### src/logic/cube_config.svh
// cube geometry, serial bit counts and ws2812 pulse cycle counts
`ifndef CUBE_CONFIG_SVH
`define CUBE_CONFIG_SVH

// cube layout
`define CUBE_FACES      6     // one panel per face
`define FACE_SQUARES    9     // 3x3 stickers
`define SQUARE_BITS     3     // colour code per sticker
`define CUBE_BITS       162   // full serial load
`define FACE_BITS       27    // squares * code width

// panel layout
`define PANEL_SIZE      8     // 8x8 leds
`define DIVIDER_A       2     // first blank row/col
`define DIVIDER_B       5     // second blank row/col
`define COLOR_BITS      24    // one led colour word

// ws2812 timing in clk cycles
`define T0H_CYCLES      16
`define T0L_CYCLES      34
`define T1H_CYCLES      32
`define T1L_CYCLES      18
`define LATCH_CYCLES    2000  // end of frame reset gap
`define PULSE_CNT_BITS  11    // holds LATCH_CYCLES

`endif

### src/logic/cube_pkg.sv
// shared types: face word, cube state union, pixel position and pixel command
`default_nettype none

package cube_pkg;

`include "cube_config.svh"

	//////////////////////////////////////////////////////////////
	// cube state
	//////////////////////////////////////////////////////////////

	// square k sits at bits 3k+2 .. 3k
	typedef logic [`FACE_SQUARES-1:0][`SQUARE_BITS-1:0] face_t;

	// same 162 bits seen as the raw shift word or as six faces
	typedef union packed {
		logic [`CUBE_BITS-1:0]        flat;   // filled by the receiver, first bit at msb
		face_t [`CUBE_FACES-1:0]      faces;  // face f at bits 27f+26 .. 27f
	} cube_state_u;

	//////////////////////////////////////////////////////////////
	// pixel walk
	//////////////////////////////////////////////////////////////

	typedef struct packed {
		logic [3:0] col;  // 0..7, panel column
		logic [3:0] row;  // 0..7, already serpentine adjusted
	} pixel_pos_t;

	// one led word handed to the encoder
	typedef struct packed {
		logic [`COLOR_BITS-1:0] color;  // sent bit 0 first
		logic                   last;   // final pixel of face 5, latch gap follows
	} pixel_cmd_t;

endpackage

`default_nettype wire

### src/logic/cube_spi_rx.sv
// serial receiver: sck/sdi/load synchronisers, 162-bit shifter, bit counter, held cube state
`timescale 1ns/1ps
`default_nettype none
`include "cube_config.svh"

module cube_spi_rx (
	input  logic                  clk,
	input  logic                  reset,
	input  logic                  sck,
	input  logic                  sdi,
	input  logic                  load,
	input  logic                  busy,         // frame in progress, loads are dropped
	output cube_pkg::cube_state_u cube_state,
	output logic                  frame_start
);

	logic [1:0]            sck_sync, sdi_sync, load_sync;  // two flop synchronisers
	logic                  sck_prev, load_prev;            // for edge detect
	logic                  sck_rise, load_fall, accept;
	logic [`CUBE_BITS-1:0] shift_word;
	logic [7:0]            bit_cnt;                        // saturates at 255

	always_ff @(posedge clk) begin
		if (reset) begin
			sck_sync  <= '0;
			sdi_sync  <= '0;
			load_sync <= '0;
			sck_prev  <= 1'b0;
			load_prev <= 1'b0;
		end else begin
			sck_sync  <= {sck_sync[0], sck};
			sdi_sync  <= {sdi_sync[0], sdi};
			load_sync <= {load_sync[0], load};
			sck_prev  <= sck_sync[1];
			load_prev <= load_sync[1];
		end
	end

	assign sck_rise  = sck_sync[1] & ~sck_prev;
	assign load_fall = ~load_sync[1] & load_prev;
	// only an exact length load starts a frame
	assign accept    = load_fall && (bit_cnt == `CUBE_BITS) && !busy;

	// counts every edge while load is high so overlong loads are caught
	always_ff @(posedge clk) begin
		if (reset || !load_sync[1])
			bit_cnt <= '0;
		else if (sck_rise && bit_cnt != 8'hff)
			bit_cnt <= bit_cnt + 8'd1;
	end

	// shift in at the low end, bits past the 162nd are ignored
	always_ff @(posedge clk) begin
		if (load_sync[1] && sck_rise && bit_cnt < `CUBE_BITS)
			shift_word <= {shift_word[`CUBE_BITS-2:0], sdi_sync[1]};
	end

	always_ff @(posedge clk) begin
		if (accept)
			cube_state.flat <= shift_word;  // stays put until the next good load
	end

	always_ff @(posedge clk) begin
		if (reset)
			frame_start <= 1'b0;
		else
			frame_start <= accept;  // one cycle after the load fall
	end

endmodule

`default_nettype wire

### src/logic/frame_sequencer.sv
// frame FSM: face counter, serpentine pixel walk and pixel start / last flag generation
`timescale 1ns/1ps
`default_nettype none
`include "cube_config.svh"

module frame_sequencer (
	input  logic                  clk,
	input  logic                  reset,
	input  logic                  frame_start,
	input  logic                  pixel_done,   // encoder finished current pixel
	input  cube_pkg::cube_state_u cube_state,
	output cube_pkg::face_t       face,
	output cube_pkg::pixel_pos_t  pos,
	output logic                  pixel_start,
	output logic                  busy,
	output logic                  cmd_last
);

	localparam int last_pix  = `PANEL_SIZE * `PANEL_SIZE - 1;  // 63
	localparam int last_face = `CUBE_FACES - 1;                // 5

	typedef enum logic [1:0] {
		idle,       // no frame, waiting for frame_start
		issue,      // one cycle, pixel_start high
		wait_done   // encoder busy with the pixel
	} state_t;

	state_t     state;
	logic [2:0] face_cnt;
	logic [5:0] pix_cnt;    // p = 8*col + (serpentine row)
	logic       pix_end;

	assign pix_end = (pix_cnt == 6'(last_pix));

	////////////////////////////////////////////////////////////
	// state and walk counters
	////////////////////////////////////////////////////////////

	always_ff @(posedge clk) begin
		if (reset) begin
			state    <= idle;
			face_cnt <= '0;
			pix_cnt  <= '0;
		end else begin
			case (state)
				idle: begin
					if (frame_start) begin
						state    <= issue;
						face_cnt <= '0;  // face 0 first
						pix_cnt  <= '0;
					end
				end
				issue: state <= wait_done;
				wait_done: begin
					if (pixel_done) begin
						if (cmd_last) begin
							state <= idle;  // latch gap already sent by encoder
						end else begin
							state   <= issue;  // next start one cycle after done
							pix_cnt <= pix_cnt + 6'd1;  // wraps 63 -> 0
							if (pix_end)
								face_cnt <= face_cnt + 3'd1;
						end
					end
				end
				default: state <= idle;
			endcase
		end
	end

	////////////////////////////////////////////////////////////
	// outputs
	////////////////////////////////////////////////////////////

	// column is p/8, odd columns run bottom up
	assign pos.col = {1'b0, pix_cnt[5:3]};
	assign pos.row = pix_cnt[3] ? {1'b0, ~pix_cnt[2:0]} : {1'b0, pix_cnt[2:0]};

	assign face = cube_state.faces[face_cnt];

	assign pixel_start = (state == issue);
	assign busy        = (state != idle);
	assign cmd_last    = pix_end && (face_cnt == 3'(last_face));  // 384th pixel

endmodule

`default_nettype wire

### src/logic/square_color_map.sv
// pixel position to square index, square code to 24-bit grb colour
`timescale 1ns/1ps
`default_nettype none
`include "cube_config.svh"

module square_color_map (
	input  cube_pkg::face_t      face,
	input  cube_pkg::pixel_pos_t pos,
	output logic [23:0]          color
);

	logic                     blank;
	logic [1:0]               blk_col, blk_row;  // 2x2 block coordinates, 0..2
	logic [3:0]               sq_idx;            // 0..8
	logic [`SQUARE_BITS-1:0]  code;

	// divider lines between the 2x2 blocks stay dark
	assign blank = (pos.row == `DIVIDER_A) || (pos.row == `DIVIDER_B) ||
	               (pos.col == `DIVIDER_A) || (pos.col == `DIVIDER_B);

	// each block plus its divider is 3 leds wide
	assign blk_col = 2'(pos.col / 4'd3);
	assign blk_row = 2'(pos.row / 4'd3);

	// squares follow the same serpentine as the leds
	always_comb begin
		if (blk_col[0])
			sq_idx = 4'd3 * {2'b00, blk_col} + 4'd2 - {2'b00, blk_row};
		else
			sq_idx = 4'd3 * {2'b00, blk_col} + {2'b00, blk_row};
	end

	assign code = face[sq_idx];

	////////////////////////////////////////////////////////////
	// colour table, led byte order g r b
	////////////////////////////////////////////////////////////

	always_comb begin
		if (blank) begin
			color = 24'h000000;
		end else begin
			case (code)
				3'd0:    color = 24'h00b000;  // red
				3'd1:    color = 24'h00f060;  // orange
				3'd2:    color = 24'h00b0b0;  // yellow
				3'd3:    color = 24'h0000b0;  // green
				3'd4:    color = 24'hb00000;  // blue
				3'd5:    color = 24'hb05000;  // purple
				default: color = 24'h000000;  // codes 6, 7 unused
			endcase
		end
	end

endmodule

`default_nettype wire

### src/logic/ws2812_encoder.sv
// ws2812 pulse encoder: 24 bits per pixel lsb first, closing latch gap after last pixel
`timescale 1ns/1ps
`default_nettype none
`include "cube_config.svh"

module ws2812_encoder (
	input  logic                 clk,
	input  logic                 reset,
	input  logic                 pixel_start,
	input  cube_pkg::pixel_cmd_t cmd,
	output logic                 datastream,
	output logic                 pixel_done
);

	typedef enum logic [2:0] {
		idle,   // after reset or latch
		high,   // high part of a bit
		low,    // low part of a bit
		gap,    // one cycle stretch between pixels
		latch   // end of frame reset gap
	} state_t;

	state_t                     state;
	cube_pkg::pixel_cmd_t       cmd_q;      // current pixel
	logic [4:0]                 bit_idx;    // 0..23
	logic [`PULSE_CNT_BITS-1:0] pulse_cnt;  // cycles into the phase
	logic [`PULSE_CNT_BITS-1:0] phase_len;
	logic                       cur_bit, phase_end, last_bit, accept;

	assign cur_bit  = cmd_q.color[bit_idx];
	assign last_bit = (bit_idx == 5'(`COLOR_BITS - 1));
	assign accept   = pixel_start && ((state == idle) || (state == gap));

	////////////////////////////////////////////////////////////
	// phase length from the current bit
	////////////////////////////////////////////////////////////

	always_comb begin
		case (state)
			high:    phase_len = cur_bit ? `PULSE_CNT_BITS'(`T1H_CYCLES) :
			                               `PULSE_CNT_BITS'(`T0H_CYCLES);
			low:     phase_len = cur_bit ? `PULSE_CNT_BITS'(`T1L_CYCLES) :
			                               `PULSE_CNT_BITS'(`T0L_CYCLES);
			latch:   phase_len = `PULSE_CNT_BITS'(`LATCH_CYCLES);
			default: phase_len = `PULSE_CNT_BITS'(1);
		endcase
	end

	assign phase_end = (pulse_cnt == phase_len - 1'b1);

	always_ff @(posedge clk) begin
		if (accept)
			cmd_q <= cmd;
	end

	always_ff @(posedge clk) begin
		if (reset) begin
			state     <= idle;
			bit_idx   <= '0;
			pulse_cnt <= '0;
		end else begin
			case (state)
				idle, gap: begin
					if (accept) begin
						state     <= high;  // line goes high the cycle after start
						bit_idx   <= '0;
						pulse_cnt <= '0;
					end else begin
						state <= idle;
					end
				end
				high: begin
					pulse_cnt <= phase_end ? '0 : pulse_cnt + 1'b1;
					if (phase_end)
						state <= low;
				end
				low: begin
					pulse_cnt <= phase_end ? '0 : pulse_cnt + 1'b1;
					if (phase_end) begin
						if (!last_bit) begin
							bit_idx <= bit_idx + 5'd1;
							state   <= high;
						end else if (cmd_q.last) begin
							state <= latch;
						end else begin
							state <= gap;  // next pixel_start lands here
						end
					end
				end
				latch: begin
					pulse_cnt <= phase_end ? '0 : pulse_cnt + 1'b1;
					if (phase_end)
						state <= idle;
				end
				default: state <= idle;
			endcase
		end
	end

	// done on the final low cycle, or the final latch cycle for the last pixel
	assign pixel_done = ((state == low) && phase_end && last_bit && !cmd_q.last) ||
	                    ((state == latch) && phase_end);

	assign datastream = (state == high);

endmodule

`default_nettype wire

### src/logic/cube_display_top.sv
// top level: serial receiver, frame sequencer, square colour map and ws2812 encoder
`timescale 1ns/1ps
`default_nettype none

module cube_display_top (
	input  logic clk,
	input  logic reset,
	input  logic sck,
	input  logic sdi,
	input  logic load,
	output logic datastream,
	output logic busy
);

	cube_pkg::cube_state_u cube_state;  // held between frames
	cube_pkg::face_t       face;        // face under the walk
	cube_pkg::pixel_pos_t  pos;
	cube_pkg::pixel_cmd_t  cmd;
	logic [23:0]           color;
	logic                  frame_start, pixel_start, pixel_done, cmd_last;

	cube_spi_rx spi_rx_i (
		.clk, .reset, .sck, .sdi, .load, .busy,
		.cube_state, .frame_start
	);

	frame_sequencer seq_i (
		.clk, .reset, .frame_start, .pixel_done, .cube_state,
		.face, .pos, .pixel_start, .busy, .cmd_last
	);

	square_color_map map_i (.face, .pos, .color);

	// colour from the map plus end of frame flag from the sequencer
	assign cmd.color = color;
	assign cmd.last  = cmd_last;

	ws2812_encoder enc_i (
		.clk, .reset, .pixel_start, .cmd,
		.datastream, .pixel_done
	);

endmodule

`default_nettype wire

### config.mk
export PLATFORM = sky130hd
export DESIGN_NAME = cube_display_top
export DESIGN_NICKNAME = d
export VERILOG_FILES = /design/src/logic/cube_pkg.sv /design/src/logic/cube_spi_rx.sv /design/src/logic/frame_sequencer.sv /design/src/logic/square_color_map.sv /design/src/logic/ws2812_encoder.sv /design/src/logic/cube_display_top.sv
export VERILOG_INCLUDE_DIRS = /design/src /design/src/logic
export SDC_FILE = /design/constraint.sdc
export NUM_CORES = 1
export LEC_CHECK = 0
export ABC_AREA = 1
export ABC_CLOCK_PERIOD_IN_PS = 22500
export BUFFER_PORTS_ARGS = -buffer_cell sky130_fd_sc_hd__buf_2
export CAP_MARGIN = 20
export CORE_MARGIN = 2
export CORE_UTILIZATION = 30
export CTS_CLUSTER_SIZE = 14
export DETAILED_ROUTE_END_ITERATION = 16
export GPL_ROUTABILITY_DRIVEN = 0
export GPL_TIMING_DRIVEN = 0
export PLACE_DENSITY_LB_ADDON = 0.08
export SYNTH_ARGS = -nofsm -noshare
export SYNTH_HDL_FRONTEND = slang
export SYNTH_SLANG_ARGS = --single-unit
### constraint.sdc
create_clock -name clk -period 22.5 [get_ports clk]
set_input_delay 0 -clock clk [delete_from_list [all_inputs] [get_ports clk]]
set_output_delay 0 -clock clk [all_outputs]
set_load 0.05 [all_outputs]
; Word-level counts from Yosys, hierarchy flattened
; Index checks and enable logic that the tools add are counted.
[op_classes]
addsub = 9
multipliers = 1
n_div = 2
n_lt_le_gt_ge = 4
eq_ne = 30
n_mux = 39
n_bitwise = 5
n_reduce_logical = 35
[op_table]
columns = operator, n
row1 = one-hot mux 24 bit (6 select lines), 1
row2 = binary-select mux 27 bit (select 3 bit), 1
row3 = 2-to-1 mux 3 bit, 11
row4 = one-hot mux 11 bit (3 select lines), 1
row5 = 2-to-1 mux 6 bit, 5
row6 = 2-to-1 mux 27 bit, 1
row7 = 2-to-1 mux 11 bit, 2
row8 = one-hot mux 11 bit (2 select lines), 1
row9 = "== test 3 x 2 -> 1 bit, second input constant", 6
row10 = "== test 3 bit, second input constant", 6
row11 = 2-to-1 mux 5 bit, 3
row12 = binary-select mux 3 bit (select 4 bit), 1
row13 = "!= test 2 x 1 -> 1 bit, second input constant", 6
row14 = one-hot mux 3 bit (4 select lines), 1
row15 = one-hot mux 6 bit (2 select lines), 1
row16 = "adder 11 x 1 -> 11 bit, second input constant", 1
row17 = == test 11 bit, 1
row18 = logical AND 1 bit, 11
row19 = "subtractor 11 x 1 -> 11 bit, second input constant", 1
row20 = one-hot mux 5 bit (2 select lines), 1
row21 = "adder 8 x 1 -> 8 bit, second input constant", 1
row22 = "== test 8 bit, second input constant", 1
row23 = "less-than comparator 8 bit, second input constant", 1
row24 = "!= test 8 bit, second input constant", 1
row25 = 38 further kinds, 59
[word_totals]
register_bits = 396
in_bits = 5
out_inout_bits = 2

; Logic depth before layout (Yosys ltp)
; Gate-level depths: netlist of run 1.
[logic_depth]
depth_word = 12
mapped_depth = 21
depth_no_buf = 20

; Cells and area by module
; Synthesis of run 1 repeated with hierarchy kept, for this count alone.
[unflattened]
cells_unflattened = 1264
hier_area_um2 = 16009.1
[modules_own_cells]
columns = mod, n_inst, cells_per_inst, area_per_inst_um2
row1 = cube_spi_rx, 1, 431, 10500.1
row2 = ws2812_encoder, 1, 257, 2218.4
row3 = frame_sequencer, 1, 391, 2045.7
row4 = square_color_map, 1, 185, 1244.9

; Least setup slack after synthesis of run 1
; OpenSTA, ideal clock, no wires.
[synth_timing]
kind = reg-to-reg
start = reg spi_rx_i.bit_cnt[1]
end = reg spi_rx_i.cube_state[0] (netlist bit), enable pin
setup_time_ns = 0.882
t_arrival_ns = 11.542
required_time_ns = 21.618
path_slack_ns = 10.076
path_stages_with_launch = 4
synth_period_minus_slack_ns = 12.424
path_cell_list = dfxtp_1 ha_1 nand4_1 nor3_1
[synth_via]
elab_chain_len = 3
[synth_rtl]
columns = element, line_no
row1 = start: declaration, cube_spi_rx.sv:21  ; logic [7:0] bit_cnt;
row2 = start signal: assignment, cube_spi_rx.sv:49  ; bit_cnt <= bit_cnt + 8'd1;
row3 = == test 8 bit (no line), -
row4 = logical AND 1 bit (2 in series), cube_spi_rx.sv:42  ; assign accept = load_fall && (bit_cnt == `CUBE_BITS) && !busy;
row5 = net spi_rx_i.accept, cube_spi_rx.sv:19  ; logic sck_rise, load_fall, accept;
row6 = end: declaration, cube_spi_rx.sv:13  ; output cube_pkg::cube_state_u cube_state,
; The timed path passes the listed nets, and every way through them passes these cells.
; A chain may end at the register's enable or synchronous reset.

; Worst setup path after layout of run 1
[layout_timing]
start = reg seq_i.pix_cnt[2]
end = reg enc_i.cmd_q[13] (netlist bit), data pin
[layout_via]
elab_chain_len = 9
word_cells_on_any_way = 20
classes_between = add/sub: 2 / div: 1 / eq/ne: 7 / mux: 5 / bitwise: 1 / reduce/logical: 4
[layout_rtl]
columns = element, line_no
row1 = start: declaration, frame_sequencer.sv:30  ; logic [5:0] pix_cnt;
row2 = start signal: assignment, frame_sequencer.sv:60  ; pix_cnt <= pix_cnt + 6'd1;
row3 = inverter 3 bit, frame_sequencer.sv:77  ; assign pos.row = pix_cnt[3] ? {1'b0, ~pix_cnt[2:0]} : {1'b0, pix_cnt[2:0]};
row4 = 2-to-1 mux 3 bit *, frame_sequencer.sv:77
row5 = divider 4 x 2 -> 4 bit, square_color_map.sv:23  ; assign blk_row = 2'(pos.row / 4'd3);
row6 = adder 4 x 2 -> 4 bit / subtractor 4 x 2 -> 4 bit (equally long branches), "square_color_map.sv:30, square_color_map.sv:28"
row7 = 2-to-1 mux 4 bit, square_color_map.sv:27  ; if (blk_col[0])
row8 = binary-select mux 3 bit (select 4 bit), square_color_map.sv:33  ; assign code = face[sq_idx];
row9 = 2-to-1 mux 3 bit (not written as such), square_color_map.sv:33
row10 = == test 3 bit (tied with other cells), square_color_map.sv:43  ; case (code)
row11 = one-hot mux 24 bit (6 select lines), square_color_map.sv:43
row12 = end signal: assignment, ws2812_encoder.sv:53  ; cmd_q <= cmd;
row13 = end: declaration, ws2812_encoder.sv:24  ; cube_pkg::pixel_cmd_t cmd_q;
; Every way passes the cells marked *; elsewhere a longest branch is shown, timed or not. The select of a mux whose other input is x is not followed.

==> metrics.txt, run 1 <==
Setup Fix Bufs, Post-CTS=0; Post-synth EDFFs=between 300 and 400; 1st-iter DRT viols=606; # DRC=0; register area share after synthesis=about three quarters; critical path data required time=between 20 and 25 ns; Compound-Gate Fraction of Synth Area=under 10%; post-synth top area cell=edfxtp_1; data arrival time of the worst path=4.55 ns; Non-Filler Instances=roughly 1800; Final min period=approximately 4.3 ns; largest net degree at the start of global routing=between 50 and 60; Final Hold Viols=0; Worst Skew=around 0.012 ns; First-pass DRT Iterations=5; clock sink total=around 380; vias in the first global route=about 8200; worst hold stages=4; Antenna Diode Count=0; CTS tree=built; ys async rst share=0%; clock share of power=~46%; Worst Path Max Fanout=10; distinct cell type count after synthesis=42; H-Tree Depth=2; nets@finish=1167; Clock Tree Buf Depth=3; combinational group share of total power=less than 1%; initial antenna violation count=0; Avg WL per Cell=around 19 um; Mean Syn Cell Area=approximately 13 um2; die height=roughly 220 um; Syn Inst Count=1073; Die W=around 220 um; area of the multi-input gates=2970 um2; worst vdd ir=between 0.04 and 0.05 mV; Layout area overhead=16.8%; filler cell count=between 4000 and 5000; Slew HR=between 30% and 40%; Synth Area in XOR/XNOR=less than 1%; hpwl dp=roughly 22 mm; Final Power=1.40 mW; Tightest Pin Transition=1.01 ns; Synth top area share=69.6%; Max Fclk=~0.23 GHz; starting density of the core=between 30% and 40%; Adder-Cell Fraction of Synth Area=approximately 1.4%; largest family of logic cells by synthesized area=simple AND/OR/NAND/NOR gates; YS warnings=0; vias=about 8000; Synth Area in Simple Gates=between 10% and 20%; outcome=finished, final reports clean; dpl cells=1713; die footprint=about 49000 um2; net switching power=about 0.28 mW; most common cell in the synthesized netlist=edfxtp_1; P_int=between 1 and 1.5 mW; top cells by area, synth=edfxtp_1, dfxtp_1, nand2_1; Port Buffers=5; Sequential Area=around 11000 um2; num rows=80; number of I/O pins=7; Synth top cells by count=edfxtp_1, nand2_1, nor2_1; Pwr per Cell Area=approximately 84 nW/um2; Crit. End Element=register; FF+latch count, synth=about 380; mux cell area share after synthesis=0%; Max Cap Viol=0; overflow left after global routing=0; Top FF cell, synth=edfxtp_1; fin. max-slew vios=0; ratio of cells with drive above 1 in the final layout=between 10% and 20%; Worst-path clk slew=about 0.060 ns; vias per cell=4.59; fin area=~17000 um2; WS Path Type=reg2reg; Core ar.=between 40000 and 50000 um2; Syn Nets=about 1100; cts repair resizes=0; WL final=roughly 34 mm; Clk Latency, worst-skew pair=approximately 0.56 ns; final worst-path cycle share=about a fifth; Reg power frac=a little over half; Post-Place Cell Area=~15000 um2; global-route wire length before repair=between 50 and 60 mm; Final setup viols=0; RSZ-0062 raised after global routing=false; Overall Global Routing Usage=between 10% and 20%; Worst setup SP type=register; reg2reg path depth=18; HP Class=in2reg; root buf cell=clkbuf_16; Antenna Nets Post-Route=0; hold buffers post-CTS=4; setup TNS=0 ns; Post-Syn Area=14300 um2; total CTS buffers=43; switch share=between 20 and 25%; LEAKAGE=about 5.7 nW
-- worst max-delay path: stages, from the launching register on --
cell      delay [ns]
dfxtp_1         0.36
ha_1            0.33
inv_1           0.07
nor2_1          0.27
a21oi_1         0.12
ha_1            0.29
buf_2           0.30
clkinv_1        0.47
clkbuf_1        0.54
o211ai_1        0.32
nand3_1         0.21
nand3_1         0.14
nand3_1         0.07
nand2_1         0.11
a21boi_2        0.08
inv_1           0.11
nand2_1         0.05
nand2_1         0.07
o21ai_0         0.07
-- path summary, 6_finish.rpt --
path                   startpoint  slack (ns)                      to
max              seq_i.pix_cnt[2]       18.24         enc_i.cmd_q[13]
min                           sck        0.18    spi_rx_i.sck_sync[0]
min reg2reg  spi_rx_i.sdi_sync[1]        0.41  spi_rx_i.shift_word[0]
max reg2reg      seq_i.pix_cnt[2]       18.24         enc_i.cmd_q[13]
-- per-stage QoR --
step	setup WS (ns)	hold WS (ns)	util, %
floorplan	10.08	0.107	-
finish	18.24	0.184	35.2
global placement	2.69	0.207	31.8
global route	17.93	0.180	35.2
detailed placement	18.11	0.212	32.5
CTS	18.09	0.150	35.2
-- registers in the layout (all words and copies together), names as in the netlist --
| signal | flops |
|---|---|
| spi_rx_i.shift_word | 162 |
| seq_i.face_cnt | 3 |
| spi_rx_i.frame_start | 1 |
| spi_rx_i.sck_sync | 2 |
| seq_i.pix_cnt | 6 |
| spi_rx_i.load_prev | 1 |
| spi_rx_i.load_sync | 2 |
| enc_i.bit_idx | 5 |
| spi_rx_i.cube_state | 162 |
| enc_i.state | 3 |
| enc_i.cmd_q | 8 |
| spi_rx_i.bit_cnt | 8 |
| spi_rx_i.sck_prev | 1 |
| seq_i.state | 2 |
| spi_rx_i.sdi_sync | 2 |
| enc_i.pulse_cnt | 11 |
-- area by class of cell --
class | instances | share of cell area [%]
tap | 615 | 4.60
clock buffer | 57 | 6.94
sequential | 379 | 65.3
buffer | 36 | 1.00
clock inverter | 20 | 0.659
timing repair buffer | 29 | 2.07
multi-input combinational | 584 | 17.8
inverter | 74 | 1.68
-- power groups by stage --
stage / Sequential, mW / Combinational [mW] / Clock [mW]
after detailed placement: 0.773 / 0.00471 / 0
final: 0.758 / 0.00506 / 0.642
after global routing: 0.758 / 0.00578 / 0.690
after floorplan: 0.773 / 0.00261 / 0
after global placement: 0.773 / 0.00438 / 0
after CTS: 0.758 / 0.00527 / 0.664
-- logic make-up after synthesis --
| group | after synthesis |
|---|---|
| simple gates | 412 |
| flops | 379 |
| compound gates | 141 |
| buf+inv | 110 |
| xor+xnor | 16 |
| fa+ha+maj | 15 |
-- cells in the final DEF (no fill, tap or decap), types with 9 or more instances in the layout --
master	synthesis	routed
edfxtp_1	332	332
clkinv_1	4	12
buf_2	19	24
clkbuf_1	15	27
nand3_1	98	98
nor2_1	134	134
o21ai_1	10	10
inv_1	63	63
o21ai_0	59	59
clkbuf_16	0	44
nand4_1	11	11
nand2_2	9	9
xor2_1	12	12
dfxtp_1	47	47
buf_6	1	14
o211ai_1	22	22
nand2_1	138	138
ha_1	14	14
a21oi_1	34	34
-- routing by layer --
| metal | up-vias | track usage, % | wire length (um) |
|---|---|---|---|
| met5 | - | 0 | 0 |
| met4 | 0 | 4.48 | 740 |
| met3 | 49 | 2.42 | 1520 |
| met2 | 166 | 22.0 | 15500 |
| met1 | 4034 | 20.1 | 16600 |
| li1 | 3989 | - | - |
Power figures use the tool's default switching activity.
==> run 2, diff against run 1 <==
ABC_CLOCK_PERIOD_IN_PS = 3500   (was 22500)
clock period = 3.5 ns   (was 22.5 ns; I/O delays follow)
==> run 2 against run 1 <==
- clock-buffer cell count fell by 4
- total power rose to 6.4 times the previous value
- highest routed layer unchanged
- hold slack got worse by 0.00078 ns
- critical endpoint unchanged
- critical path type unchanged
==> metrics.txt, run 2 (synthesis gave the netlist of run 1 again) <==
WL final=34.4 mm (about the same); commonest non-fill, non-tap cell in the layout=edfxtp_1 (unchanged); 1st-iter DRT viols=634 (was 606); Layout area overhead=17.7% (was 16.8%); Final min period=3.27 ns (was 4.26 ns); Setup Fix Bufs, Post-CTS=0 (unchanged); Max Cap Viol=0 (unchanged); Tightest Pin Transition=0.886 ns (was 1.01 ns); # DRC=0 (unchanged); CP max-delay cell=dfxtp_2 (was clkbuf_1); R2R Path Start=seq_i.pix_cnt[2] (unchanged); fin area=16900 um2 (was 16700 um2); root buf cell=clkbuf_16 (unchanged); outcome=finished, final reports clean (unchanged); WP depth=16 (was 18); clock sink total=379 (unchanged); die footprint=49500 um2 (unchanged); commonest cells after routing, fill and taps aside=edfxtp_1, nand2_1, nor2_1 (unchanged); Crit path max-delay family=buffers and inverters (unchanged); Final setup viols=0 (unchanged); data arrival time of the worst path=3.66 ns (was 4.55 ns); RSZ-0062 raised after global routing=false (unchanged); Critical Path Sink=enc_i.cmd_q[13] (unchanged); CTS tree=built (unchanged); H-Tree Depth=2 (unchanged); Largest regs=spi_rx_i.cube_state x162, spi_rx_i.shift_word x162, enc_i.pulse_cnt x11 (unchanged); Antenna Diode Count=0 (unchanged); Critical Path, Cell by Cell=ha_1 > inv_1 > nor2_4 > a21oi_2 > ha_1 > buf_4 > clkinv_4 > clkbuf_4 > o221ai_1 > nand3_1 > nand3_1 > nand3_1 > nand3_1 > a21oi_1 > nand2_1 > o21ai_0 (was ha_1 > inv_1 > nor2_1 > a21oi_1 > ha_1 > buf_2 > clkinv_1 > clkbuf_1 > o211ai_1 > nand3_1 > nand3_1 > nand3_1 > nand2_1 > a21boi_2 > inv_1 > nand2_1 > nand2_1 > o21ai_0); Clock Tree Buf Depth=3 (unchanged); Avg WL per Cell=19.2 um (about the same); Worst Path Max Fanout=10 (unchanged); nets@finish=1162 (was 1167); num rows=80 (unchanged); worst vdd ir=0.282 mV (was 0.0442 mV); largest net degree at the start of global routing=36 (was 53); Worst Setup SP=seq_i.pix_cnt[2] (unchanged); vias=8295 (was 8238); reg-to-reg critical path endpoint=enc_i.cmd_q[13] (unchanged); R2R setup slack=0.23 ns (was 18.24 ns); most used cell, CP=nand3_1; overflow left after global routing=0 (unchanged); vias per cell=4.64 (was 4.59); slowest stage delay, CP=0.35 ns (was 0.54 ns); Final Hold Viols=0 (unchanged); utilization after layout=35.5% (was 35.2%); final worst-path cycle share=93.3% (was 18.9%); total CTS buffers=42 (was 43); Overall Global Routing Usage=14.1% (about the same); Antenna Nets Post-Route=0 (unchanged); initial antenna violation count=0 (unchanged); critical path data required time=3.89 ns (was 22.80 ns); starting density of the core=30.2% (unchanged); HP Class=in2reg (unchanged); Slew HR=40.9% (was 32.4%); Worst setup SP type=register (unchanged); Worst Skew=0.0149 ns (was 0.0116 ns); vias in the first global route=8345 (was 8197); Post-Place Cell Area=15500 um2 (was 15400 um2); Clk Latency, worst-skew pair=0.57 ns (was 0.56 ns); ratio of cells with drive above 1 in the final layout=12.1% (was 11.5%); Crit. End Element=register (unchanged); Max Fclk=0.306 GHz (was 0.235 GHz); Final Power=9.04 mW (was 1.40 mW); number of I/O pins=7 (unchanged); global-route wire length before repair=52.2 mm (was 52.0 mm); LEAKAGE=5.72 nW (was 5.69 nW); Worst-path clk slew=0.06 ns (about the same); Port Buffers=5 (unchanged); WS Path Type=reg2reg (unchanged); fin. max-slew vios=0 (unchanged); Die W=222 um (unchanged); die height=222 um (unchanged); First-pass DRT Iterations=5 (unchanged); hpwl dp=21.8 mm (about the same); worst path bufs/invs=4 (was 5); Core ar.=47400 um2 (unchanged); Pwr per Cell Area=536 nW/um2 (was 84.0 nW/um2); reg2reg path depth=16 (was 18)
## run 2: cell types whose count changed in the layout (fill, tap and decap cells not counted), sizes merged
cell | before | now
bufinv | 0 | 1
buf | 45 | 40
clkbuf | 73 | 70
clkinvlp | 2 | 1
clkinv | 21 | 23
inv | 71 | 72
## run 2: final cells by class
type / count / area (um2)
fillers: 4638 / 30600
well taps: 615 / 769
clock inverters: 23 / 146
flip-flops and latches: 379 / 10900
clock buffers: 53 / 1120
plain buffers: 36 / 185
multi-input cells: 584 / 3000
inverters: 74 / 285
repair buffers: 25 / 430
## run 2: stage by stage
stage	setup WS, ns	TNS, ns	cells	hold WS (ns)
detailed placement	-0.717	-4.59	1709	0.211
global placement	-4.17	-850.57	1693	0.209
global route	0.0309	0	1789	0.196
finish	0.235	0	1789	0.184
CTS	0.0620	0	1789	0.150
floorplan	-1.45	-235.68	1073	0.107
## run 2: metal layers
metal  global-route usage [%]  part of all wire [%]  vias up  wire length [um]
li1                         -                     -     3982                 -
met1                     20.2                    49     4113             16900
met4                     4.76                   2.5        0               852
met5                        0                     0        -                 0
met2                     22.0                    45      144             15500
met3                     2.20                   3.2       56              1100
## run 2: tightest hold or removal path, delay by kind of cell
| family | cells | cell delay [ns] |
|---|---|---|
| buf+inv | 3 | 0.64 |
| simple gates | 1 | 0.06 |
## run 2: timing repair
item | in CTS | in global routing
endpoints found under the hold margin | 8 | 0
cloned | 0 | 0
setup endpoints to repair | 7 | 6
hold buffers | 4 | 0
gates resized for setup | 11 | 7
## run 2: worst min-delay path by stage
stage | cells past startpoint | start | slack, ns | endpoint
6_report | 4 | sdi | 0.18 | spi_rx_i.sdi_sync[0]
5_1_grt | 4 | sck | 0.20 | spi_rx_i.sck_sync[0]
4_1_cts | 4 | sdi | 0.15 | spi_rx_i.sdi_sync[0]
3_5_place_dp | 3 | sdi | 0.21 | spi_rx_i.sdi_sync[0]
3_3_place_gp | 3 | sdi | 0.21 | spi_rx_i.sdi_sync[0]
2_1_floorplan | 2 | load | 0.11 | spi_rx_i.load_sync[0]
## run 2: power breakdown
group	total [mW]	switching, mW	internal [mW]
clock network	4.13	1.78	2.35
registers	4.87	0.00660	4.87
logic	0.0330	0.0230	0.00993
